<file path="config.mk">
export PLATFORM = sky130hd
export DESIGN_NAME = dma_top
export DESIGN_NICKNAME = d
export VERILOG_FILES = /design/src/verilog/host_map_pkg.sv /design/src/verilog/dma_cfg_pkg.sv /design/src/verilog/host_decode.sv /design/src/verilog/cfg_regs.sv /design/src/verilog/xfer_engine.sv /design/src/verilog/local_buffers.sv /design/src/verilog/dma_top.sv
export SDC_FILE = /design/constraint.sdc
export NUM_CORES = 2
export LEC_CHECK = 0
export BUFFER_PORTS_ARGS = -buffer_cell sky130_fd_sc_hd__buf_2
export CAP_MARGIN = 20
export CORE_AREA = 5 5 688 690
export DETAILED_ROUTE_END_ITERATION = 10
export DIE_AREA = 0 0 693 695
export SYNTH_ARGS = -nofsm -noshare
export SYNTH_HDL_FRONTEND = slang
export SYNTH_HIERARCHICAL = 1
export SYNTH_SLANG_ARGS = --single-unit
export TNS_END_PERCENT = 20
</file>
<file path="constraint.sdc">
create_clock -name clk -period 5.85 [get_ports clk]
set_input_delay 0.2925 -clock clk [delete_from_list [all_inputs] [get_ports clk]]
set_output_delay 0.2925 -clock clk [all_outputs]
set_load 0.1 [all_outputs]
</file>
<file path="src/verilog/host_map_pkg.sv">
//**************************************************
// host port address map and the request types
// shared by the decoder and the region owners
//**************************************************
`default_nettype none

package host_map_pkg;

    typedef logic [31:0] word_t;
    typedef logic [11:0] host_addr_t;
    // word offset inside one 0x100-byte region
    typedef logic [5:0]  region_offset_t;

    typedef enum logic [1:0] {
        region_none,
        region_input,
        region_config,
        region_output
    } host_region_e;

    // region bases, anything from 0x300 up is unmapped
    localparam host_addr_t INPUT_BASE  = 12'h000;
    localparam host_addr_t CONFIG_BASE = 12'h100;
    localparam host_addr_t OUTPUT_BASE = 12'h200;

    // raw request as driven by the host
    typedef struct packed {
        logic       wr;
        logic       rd;
        host_addr_t addr;
        word_t      wdata;
    } host_req_t;

    // registered and decoded access
    typedef struct packed {
        logic           wr;
        logic           rd;
        host_region_e   region;
        region_offset_t offset;
        word_t          wdata;
    } host_acc_t;

endpackage

`default_nettype wire

</file>
<file path="src/verilog/dma_cfg_pkg.sv">
//**************************************************
// transfer configuration, control word layout and
// the command sent on the external memory port
//**************************************************
`default_nettype none

package dma_cfg_pkg;

    typedef enum logic [1:0] {
        mode_idle = 2'd0,
        mode_push = 2'd1,
        mode_pull = 2'd2
    } mode_e;

    // number of beats minus one
    typedef logic [7:0]  xfer_len_t;
    typedef logic [31:0] mem_addr_t;

    // control word fields
    localparam int MODE_LSB = 0;
    localparam int LEN_LSB  = 24;

    // configuration word indices in the config region
    localparam int CFG_CTRL = 0;
    localparam int CFG_SRC  = 1;
    localparam int CFG_DST  = 2;

    typedef struct packed {
        xfer_len_t len;
        mem_addr_t src_addr;
        mem_addr_t dst_addr;
    } dma_cfg_t;

    // write set for a push, clear for a pull
    typedef struct packed {
        logic      write;
        mem_addr_t addr;
        xfer_len_t len;
    } mem_cmd_t;

endpackage

`default_nettype wire

</file>
<file path="src/verilog/host_decode.sv">
//**************************************************
// registers each host strobe and splits the byte
// address into a region and a word offset
//**************************************************
`default_nettype none

module host_decode (
    input  wire                     clk,
    input  wire                     rst_n,
    input  wire host_map_pkg::host_req_t req,
    output host_map_pkg::host_acc_t acc
);

    host_map_pkg::host_region_e   region_d;
    host_map_pkg::host_region_e   region_q;
    host_map_pkg::region_offset_t offset_q;
    host_map_pkg::word_t          wdata_q;
    logic                         wr_q;
    logic                         rd_q;

    // region comes from the 256-byte page of the address
    always_comb begin
        case (req.addr[11:8])
            host_map_pkg::INPUT_BASE[11:8]:  region_d = host_map_pkg::region_input;
            host_map_pkg::CONFIG_BASE[11:8]: region_d = host_map_pkg::region_config;
            host_map_pkg::OUTPUT_BASE[11:8]: region_d = host_map_pkg::region_output;
            default:                         region_d = host_map_pkg::region_none;
        endcase
    end

    always_ff @(posedge clk) begin
        if (!rst_n) begin
            wr_q <= 1'b0;
            rd_q <= 1'b0;
        end else begin
            wr_q <= req.wr;
            rd_q <= req.rd;
        end
    end

    always_ff @(posedge clk) begin
        region_q <= region_d;
        offset_q <= req.addr[7:2];
        wdata_q  <= req.wdata;
    end

    assign acc = '{wr: wr_q, rd: rd_q, region: region_q, offset: offset_q, wdata: wdata_q};

endmodule

`default_nettype wire

</file>
<file path="src/verilog/cfg_regs.sv">
//**************************************************
// control, source and destination words; a stored
// mode starts one transfer once the engine is idle
//**************************************************
`default_nettype none

module cfg_regs (
    input  wire                      clk,
    input  wire                      rst_n,
    input  wire host_map_pkg::host_acc_t acc,
    input  wire                      busy,
    output dma_cfg_pkg::dma_cfg_t    cfg,
    output logic                     start,
    output dma_cfg_pkg::mode_e       start_mode,
    output host_map_pkg::word_t      cfg_rdata
);

    host_map_pkg::word_t ctrl_q;
    host_map_pkg::word_t src_q;
    host_map_pkg::word_t dst_q;
    logic                cfg_wr;

    assign cfg_wr = acc.wr && (acc.region == host_map_pkg::region_config);

    assign start_mode = dma_cfg_pkg::mode_e'(
        ctrl_q[dma_cfg_pkg::MODE_LSB +: $bits(dma_cfg_pkg::mode_e)]);
    // a mode written while busy waits here until the engine is free
    assign start = (start_mode != dma_cfg_pkg::mode_idle) && !busy;

    always_ff @(posedge clk) begin
        if (!rst_n) begin
            ctrl_q <= '0;
            src_q  <= '0;
            dst_q  <= '0;
        end else begin
            // engine takes the transfer at this edge, so drop the mode
            if (start) begin
                ctrl_q[dma_cfg_pkg::MODE_LSB +: $bits(dma_cfg_pkg::mode_e)] <=
                    dma_cfg_pkg::mode_idle;
            end
            // a host write in the same cycle wins
            if (cfg_wr) begin
                case (acc.offset)
                    dma_cfg_pkg::CFG_CTRL: ctrl_q <= acc.wdata;
                    dma_cfg_pkg::CFG_SRC:  src_q  <= acc.wdata;
                    dma_cfg_pkg::CFG_DST:  dst_q  <= acc.wdata;
                    default: ;
                endcase
            end
        end
    end

    assign cfg = '{
        len:      ctrl_q[dma_cfg_pkg::LEN_LSB +: $bits(dma_cfg_pkg::xfer_len_t)],
        src_addr: src_q,
        dst_addr: dst_q
    };

    // indices above the last live word read as zero
    always_comb begin
        case (acc.offset)
            dma_cfg_pkg::CFG_CTRL: cfg_rdata = ctrl_q;
            dma_cfg_pkg::CFG_SRC:  cfg_rdata = src_q;
            dma_cfg_pkg::CFG_DST:  cfg_rdata = dst_q;
            default:               cfg_rdata = '0;
        endcase
    end

endmodule

`default_nettype wire

</file>
<file path="src/verilog/xfer_engine.sv">
//**************************************************
// runs one push or pull transfer: command cycle,
// then len+1 beats against the local buffers
//**************************************************
`default_nettype none

module xfer_engine #(
    parameter int BUF_DEPTH = 32
) (
    input  wire                          clk,
    input  wire                          rst_n,
    input  wire dma_cfg_pkg::dma_cfg_t   cfg,
    input  wire                          start,
    input  wire dma_cfg_pkg::mode_e      start_mode,
    output logic [$clog2(BUF_DEPTH)-1:0] in_idx,
    input  wire host_map_pkg::word_t     in_word,
    output dma_cfg_pkg::mem_cmd_t        mem_cmd,
    output logic                         mem_cmd_valid,
    output host_map_pkg::word_t          mem_wdata,
    output logic                         mem_wvalid,
    output logic                         mem_wlast,
    input  wire host_map_pkg::word_t     mem_rdata,
    input  wire                          mem_rvalid,
    output logic                         out_we,
    output logic [$clog2(BUF_DEPTH)-1:0] out_idx,
    output host_map_pkg::word_t          out_word,
    output logic                         busy,
    output logic                         xfer_done
);

    localparam int IDX_W = $clog2(BUF_DEPTH);

    typedef enum logic [1:0] {
        st_idle,
        st_cmd,
        st_push,
        st_pull
    } state_e;

    state_e                 state;
    dma_cfg_pkg::dma_cfg_t  cfg_q;
    dma_cfg_pkg::mode_e     mode_q;
    dma_cfg_pkg::xfer_len_t count;
    logic                   is_push;
    logic                   beat;
    logic                   last_beat;

    assign is_push = (mode_q == dma_cfg_pkg::mode_push);

    // push beats run back to back, pull beats follow rvalid
    assign beat      = (state == st_push) || ((state == st_pull) && mem_rvalid);
    assign last_beat = beat && (count == cfg_q.len);

    always_ff @(posedge clk) begin
        if (!rst_n) begin
            state     <= st_idle;
            mode_q    <= dma_cfg_pkg::mode_idle;
            count     <= '0;
            xfer_done <= 1'b0;
        end else begin
            xfer_done <= 1'b0;
            case (state)
                st_idle: begin
                    if (start) begin
                        state  <= st_cmd;
                        mode_q <= start_mode;
                        count  <= '0;
                    end
                end
                st_cmd: begin
                    state <= is_push ? st_push : st_pull;
                end
                default: begin
                    if (beat) begin
                        count <= count + 1'b1;
                    end
                    if (last_beat) begin
                        state     <= st_idle;
                        xfer_done <= 1'b1;
                    end
                end
            endcase
        end
    end

    // transfer settings held for the whole transfer
    always_ff @(posedge clk) begin
        if ((state == st_idle) && start) begin
            cfg_q <= cfg;
        end
    end

    assign busy          = (state != st_idle);
    assign mem_cmd_valid = (state == st_cmd);
    assign mem_cmd = '{
        write: is_push,
        addr:  is_push ? cfg_q.dst_addr : cfg_q.src_addr,
        len:   cfg_q.len
    };

    // word index of the byte address plus beat count, wrapped to the buffer
    assign in_idx  = IDX_W'(((cfg_q.src_addr >> 2) + count) % BUF_DEPTH);
    assign out_idx = IDX_W'(((cfg_q.dst_addr >> 2) + count) % BUF_DEPTH);

    assign mem_wvalid = (state == st_push);
    assign mem_wlast  = mem_wvalid && last_beat;
    assign mem_wdata  = in_word;

    assign out_we   = (state == st_pull) && mem_rvalid;
    assign out_word = mem_rdata;

endmodule

`default_nettype wire

</file>
<file path="src/verilog/local_buffers.sv">
//**************************************************
// input and output buffers plus the registered
// read response for the host port
//**************************************************
`default_nettype none

module local_buffers #(
    parameter int BUF_DEPTH = 32
) (
    input  wire                          clk,
    input  wire                          rst_n,
    input  wire host_map_pkg::host_acc_t acc,
    input  wire host_map_pkg::word_t     cfg_rdata,
    input  wire [$clog2(BUF_DEPTH)-1:0]  in_idx,
    output host_map_pkg::word_t          in_word,
    input  wire                          out_we,
    input  wire [$clog2(BUF_DEPTH)-1:0]  out_idx,
    input  wire host_map_pkg::word_t     out_word,
    output host_map_pkg::word_t          host_rdata,
    output logic                         host_rvalid
);

    localparam int IDX_W = $clog2(BUF_DEPTH);

    host_map_pkg::word_t in_buf  [BUF_DEPTH];
    host_map_pkg::word_t out_buf [BUF_DEPTH];
    logic [IDX_W-1:0]    host_idx;
    host_map_pkg::word_t rd_mux;

    // region offset folded onto the buffer depth
    assign host_idx = IDX_W'(acc.offset % BUF_DEPTH);

    // host fills the input side, pull beats fill the output side
    always_ff @(posedge clk) begin
        if (!rst_n) begin
            for (int i = 0; i < BUF_DEPTH; i++) begin
                in_buf[i]  <= '0;
                out_buf[i] <= '0;
            end
        end else begin
            if (acc.wr && (acc.region == host_map_pkg::region_input)) begin
                in_buf[host_idx] <= acc.wdata;
            end
            if (out_we) begin
                out_buf[out_idx] <= out_word;
            end
        end
    end

    assign in_word = in_buf[in_idx];

    always_comb begin
        case (acc.region)
            host_map_pkg::region_input:  rd_mux = in_buf[host_idx];
            host_map_pkg::region_config: rd_mux = cfg_rdata;
            host_map_pkg::region_output: rd_mux = out_buf[host_idx];
            default:                     rd_mux = '0;
        endcase
    end

    always_ff @(posedge clk) begin
        if (!rst_n) begin
            host_rvalid <= 1'b0;
        end else begin
            host_rvalid <= acc.rd;
        end
    end

    always_ff @(posedge clk) begin
        if (acc.rd) begin
            host_rdata <= rd_mux;
        end
    end

endmodule

`default_nettype wire

</file>
<file path="src/verilog/dma_top.sv">
//**************************************************
// DMA device top: host decode, configuration,
// transfer engine and local buffers
//**************************************************
`default_nettype none

module dma_top #(
    parameter int BUF_DEPTH = 32
) (
    input  wire                          clk,
    input  wire                          rst_n,
    input  wire host_map_pkg::host_req_t host_req,
    output host_map_pkg::word_t          host_rdata,
    output logic                         host_rvalid,
    output dma_cfg_pkg::mem_cmd_t        mem_cmd,
    output logic                         mem_cmd_valid,
    output host_map_pkg::word_t          mem_wdata,
    output logic                         mem_wvalid,
    output logic                         mem_wlast,
    input  wire host_map_pkg::word_t     mem_rdata,
    input  wire                          mem_rvalid,
    output logic                         busy,
    output logic                         xfer_done
);

    host_map_pkg::host_acc_t        acc;
    dma_cfg_pkg::dma_cfg_t          cfg;
    logic                           start;
    dma_cfg_pkg::mode_e             start_mode;
    host_map_pkg::word_t            cfg_rdata;
    logic [$clog2(BUF_DEPTH)-1:0]   in_idx;
    host_map_pkg::word_t            in_word;
    logic                           out_we;
    logic [$clog2(BUF_DEPTH)-1:0]   out_idx;
    host_map_pkg::word_t            out_word;

    host_decode host_decode_i (
        .clk (clk),
        .rst_n (rst_n),
        .req (host_req),
        .acc (acc)
    );

    cfg_regs cfg_regs_i (
        .clk        (clk),
        .rst_n      (rst_n),
        .acc        (acc),
        .busy       (busy),
        .cfg        (cfg),
        .start      (start),
        .start_mode (start_mode),
        .cfg_rdata  (cfg_rdata)
    );

    xfer_engine #(
        .BUF_DEPTH (BUF_DEPTH)
    ) xfer_engine_i (
        .clk           (clk),
        .rst_n         (rst_n),
        .cfg           (cfg),
        .start         (start),
        .start_mode    (start_mode),
        .in_idx        (in_idx),
        .in_word       (in_word),
        .mem_cmd       (mem_cmd),
        .mem_cmd_valid (mem_cmd_valid),
        .mem_wdata     (mem_wdata),
        .mem_wvalid    (mem_wvalid),
        .mem_wlast     (mem_wlast),
        .mem_rdata     (mem_rdata),
        .mem_rvalid    (mem_rvalid),
        .out_we        (out_we),
        .out_idx       (out_idx),
        .out_word      (out_word),
        .busy          (busy),
        .xfer_done     (xfer_done)
    );

    local_buffers #(
        .BUF_DEPTH (BUF_DEPTH)
    ) local_buffers_i (
        .clk         (clk),
        .rst_n       (rst_n),
        .acc         (acc),
        .cfg_rdata   (cfg_rdata),
        .in_idx      (in_idx),
        .in_word     (in_word),
        .out_we      (out_we),
        .out_idx     (out_idx),
        .out_word    (out_word),
        .host_rdata  (host_rdata),
        .host_rvalid (host_rvalid)
    );

endmodule

`default_nettype wire

</file>
* Yosys cells after proc, flatten, opt, wreduce, memory -nomap -nowiden
Memories as Yosys holds them, arrays and structs flattened. A register that Yosys moved wholly into a read port is not among the register bits.
Cells that the tools add are included.
** Word-level totals
- RAM bits :: 2048
- Bits in registers :: 256
- Input port bits :: 81
- Memories :: 2
- Output and inout port bits :: 111
- Logic and storage cells :: 91
** Memory list
- local_buffers_i.in_buf :: depth 32, bits a word 32, read ports 2, clocked after Yosys merged registers in 1, wr ports 32, line local_buffers.sv:25 : host_map_pkg::word_t in_buf [BUF_DEPTH];
- local_buffers_i.out_buf :: depth 32, bits a word 32, read ports 1, clocked after Yosys merged registers in 1, wr ports 32, line local_buffers.sv:26 : host_map_pkg::word_t out_buf [BUF_DEPTH];
** Operators by class
- Muxes and demuxes :: 28
- Bitwise operators :: 2
- Reductions and logical operators :: 25
- Eq/ne operators :: 13
- Add/sub/neg operators :: 3
** Operators with widths (number)
- $pmux 32 s3 :: 2
- $mux 32 :: 3
- $reduce_or 32->1 :: 2
- $mux 8 :: 2
- $pmux 8 s2 :: 1
- $mux 1 :: 11
- $add 5x5->5 :: 2
- $mux 2 :: 5
- $mux 5 :: 2
- $reduce_and 2->1 :: 5
- $add 8x1->8 const B :: 1
- $eq 2x2->1 const B :: 4
- $eq 8x8->1 :: 1
- $logic_and 1x1->1 :: 7
- $eq 2x1->1 const B :: 3
- $eq 6x1->1 const B :: 1
- $eq 6x2->1 const B :: 1
- $logic_not 6->1 :: 1
- $pmux 2 s3 :: 1
- $reduce_bool 2->1 :: 3
- $eq 4x1->1 const B :: 1
- $eq 4x2->1 const B :: 1
- $logic_not 4->1 :: 1
- $pmux 2 s2 :: 1
- 8 further kinds :: 9

* Logic depth before layout (Yosys ltp)
- Depth in word-level cells :: 7
- Depth in mapped cells :: 12
- Gate-level depth less buffers :: 11

* Cells and area by module
The synthesis kept the hierarchy.
** By module, submodules not included
- local_buffers :: sequential area each 62479.9 µm², times used 1, area each 102116.7 µm², cells each 7163
- cfg_regs :: sequential area each 1921.8 µm², times used 1, area each 4317.9 µm², cells each 475
- xfer_engine :: sequential area each 2422.3 µm², times used 1, area each 4115.2 µm², cells each 302
- host_decode :: sequential area each 840.8 µm², times used 1, area each 892.1 µm², cells each 49

* Worst setup path before layout
Ideal clock, no wire load.
- Path kind :: reg2reg
- Start :: register xfer_engine_i.count[0]
- End :: memory local_buffers_i/out_buf[10][0] (netlist name) (enable)
- Arrival time :: 4.409 ns
- Buffers on the path :: 1
- Path slack :: 0.975 ns
- Cell stages (with the launch flop) :: 11
- Setup time :: 0.466 ns
- Period minus slack after synthesis :: 4.875 ns
- Required time :: 5.384 ns
- Cells stage by stage :: dfxtp_1 > ha_1 > inv_1 > fa_1 > inv_1 > a21o_1 > a21oi_1 > xnor2_1 > or3b_2 > clkbuf_1 > o21ai_0
** RTL lines
- start: declaration :: line xfer_engine.sv:43 : dma_cfg_pkg::xfer_len_t count;
- start signal: assignment :: line xfer_engine.sv:75 : count <= count + 1'b1;
- end: declaration :: line local_buffers.sv:26

* Worst setup path in the final report
- Start :: register xfer_engine_i.count[0]
- End :: output mem_wdata[18]
** Between the ends
- Longest elaborated chain between the ends :: 2
** RTL lines
- $add 5x5->5 :: line xfer_engine.sv:102 : assign in_idx = IDX_W'(((cfg_q.src_addr >> 2) + count) % BUF_DEPTH);
- via in_idx[1] :: line dma_top.sv:31 : logic [$clog2(BUF_DEPTH)-1:0] in_idx;
- $mem_v2 32x32
- end: declaration :: line dma_top.sv:17 : output host_map_pkg::word_t mem_wdata,
The timed path passes the listed nets, and every way through them passes these cells.

==> results.toml <==
[critical_path]
cp_max_fo = 45
critPathCaptureType = "output pin"
worstPathRequired_ns = 5.56
start_kind = "register"
timing_worst_setup_path_type = "reg2out"
arrival_ns = 4.83
reg2reg_depth = 7

[sta]
finalSetupViolations = 0
period_minus_slack_ns = 5.12
tns_ns = 0
min_period_over_period_pct = 87.5
finClkSkew_ns = 0.0892
fmax_ghz = 0.195
rsz0062_at_grt = "false"
final_max_slew_viol_count = 0
hold_viol_final = 0
max_slew_margin_pct = 16.5
worst_slew_pin_slew_ns = 1.25
layout_setup_ws_ns = 0.731

[detailed_routing]
postRouteWirelength_mm = 421
drt_iter0_drc = 10902
postRouteAntennaNets = 0
route.vias.total = 72111
drtPass1Iterations = 6
viasPerCell = 5.00
wl_per_cell_um = 29.2
drc = 0

[final_layout]
final_util_pct = 27.8
layout-drive-gt1-share_pct = 18.8
final_nets = 8077
area_growth_pct = 16.5

[cts]
htreeDepth = 5
insertion_delay_ns = 0.92
ctsRootBufferMaster = "clkbuf_16"
cts_tree = "done"
cts_hold_buf = 49
cts.clk_slew.worst_paths_ns = 0.06
clk_path_buf_depth = 4
cts_resized = 0
cts_made_buffers = 263
cts.sink_count = 2304
cts_setup_buffers = 0

[pwr]
ir_drop_mv = 0.243
intPower_mw = 28.3
clockPowerShare_pct = 43.3
power.switching_mw = 8.76
switching_share_pct = 23.7
power.density_mw_per_mm2 = 285
power_frac_comb_pct = 6.4
p_leak_nw = 47.1
seqPwrFrac_pct = 50.3

[yosys]
netlist.area_leader.share_pct = 58.0
seq_area_frac_synth_pct = 60.7
synth_area_per_cell_um2 = 13.9
synth_most_common_cell = "edfxtp_1"
synth_seq_cells = 2304
synth-edff-count = 2152
synth_warnings = 6
syn_nets = 8081
synthCells = 7989
yosysUniqueCellTypes = 62
yosysTopAreaCell = "edfxtp_1"
synthTopCellsByCount = "edfxtp_1 (2152), and2_1 (2055), mux2i_1 (940)"
netlist_top_cells_area = "edfxtp_1 (58%), and2_1 (12%), mux2i_1 (8.4%)"
synth_flop_cell = "edfxtp_1"
syn-cell-area_mm2 = 0.111
async_flop_share_pct = 0

[placement]
place_hpwl_mm = 262
dp_slack_ns = 1.57
gp_congestion = 0.858
portBuffers = 189

[grt]
grt_overflow = 0
grt_pass1_wl_mm = 573
grt_pass1_vias = 69257
grt_usage_pct = 16.8
antenna_found_initial = 73
grt_max_degree = 107

[outcome]
status = "completed"

[flow_run]
maxCapViolations = 0

[min_path]
hold_path.class = "in2reg"
holdPathStages = 2

[die]
die_w_um = 693
die_area_mm2 = 0.482
core_mm2 = 0.466
die_height_um = 695
num_rows = 251
ios = 192
initial_utilization_pct = 23.9
-- state kept, by name, summed over array words and instances (netlist names), 6 cells and up --
name / flops
local_buffers_i/in_buf: 1024
local_buffers_i/out_buf: 1024
xfer_engine_i/cfg_q: 64
cfg_regs_i/ctrl_q: 32
cfg_regs_i/dst_q: 32
cfg_regs_i/src_q: 32
host_decode_i/wdata_q: 32
local_buffers_i/host_rdata: 32
xfer_engine_i/count: 8
xfer_engine_i/mem_cmd: 8
host_decode_i/offset_q: 6
-- path summary, 6_finish.rpt --
check / slack (ns) / startpoint / endpoint
max: 0.73 / xfer_engine_i/count[0] / mem_wdata[18]
min: 0.06 / host_req[2] / host_decode_i/wdata_q[2]
max reg2reg: 1.38 / host_decode_i/offset_q[1] / local_buffers_i/host_rdata[11]
min reg2reg: 0.45 / cfg_regs_i/ctrl_q[26] / xfer_engine_i/mem_cmd[2]
-- power groups by stage --
stage | Sequential [mW] | Clock (mW) | Combinational, mW
after floorplan | 18.9 | 0 | 1.22
after global placement | 19.0 | 0 | 2.21
after detailed placement | 19.0 | 0 | 2.24
after CTS | 18.7 | 16.2 | 2.27
after global routing | 18.7 | 16.9 | 2.40
final | 18.6 | 16.0 | 2.36
-- metrics by stage --
| stage | instances | area, um2 | power (mW) | hold slack, ns |
|---|---|---|---|---|
| floorplan | 7989 | 111000 | 20.2 | 0.320 |
| global placement | 13849 | 121000 | 21.2 | 0.397 |
| detailed placement | 13859 | 121000 | 21.2 | 0.396 |
| CTS | 14379 | 129000 | 37.2 | 0.00286 |
| global route | 14402 | 130000 | 38.0 | 0.0434 |
| finish | 14426 | 130000 | 37.0 | 0.0609 |
-- per-layer routing --
layer  track usage (%)  routed length [um]
met1              22.5              165000
met2              25.7              185000
met3              4.53               50600
met4              6.84               19600
met5                 0                  95
-- area by class of cell --
class | instances | area [um2]
fill | 47047 | 336000
sequential | 2304 | 67700
multi-input combinational | 4797 | 41000
tap | 6198 | 7750
clock buffer | 352 | 7260
timing repair buffer | 572 | 4860
clock inverter | 119 | 916
inverter | 47 | 184
antenna | 37 | 92.6
-- worst max-delay path, cell delays in order, from the launching register on --
cell and delay [ns]:
dfxtp_1 0.53, ha_4 0.19, inv_1 0.05, fa_1 0.53
inv_8 0.38, buf_4 0.56, mux4_2 0.41, mux4_2 0.52
mux2_2 0.38, buf_2 0.33
-- logic make-up after synthesis --
kind of cell,share of synthesized area (%)
simple gates,14.2
flops,60.7
mux,17.4
buf+inv,3.62
compound gates,3.81
xor+xnor,0.149
fa+ha+maj,0.137
-- cell usage in the layout (no fill, tap or decap), types with 54 or more instances in the layout --
cell and instances:
a21oi_1 54, nor2_1 154, and2_1 2054, mux2_2 63, nand2_1 200, mux2i_1 940
o21ai_4 64, buf_2 188, nor4_1 71, clkbuf_1 67, nor3_1 62, buf_4 268
dfxtp_1 142, o22ai_1 356, mux4_2 410, clkbuf_16 274, edfxtp_1 2152
No activity file was read; power rests on OpenSTA's default activity.
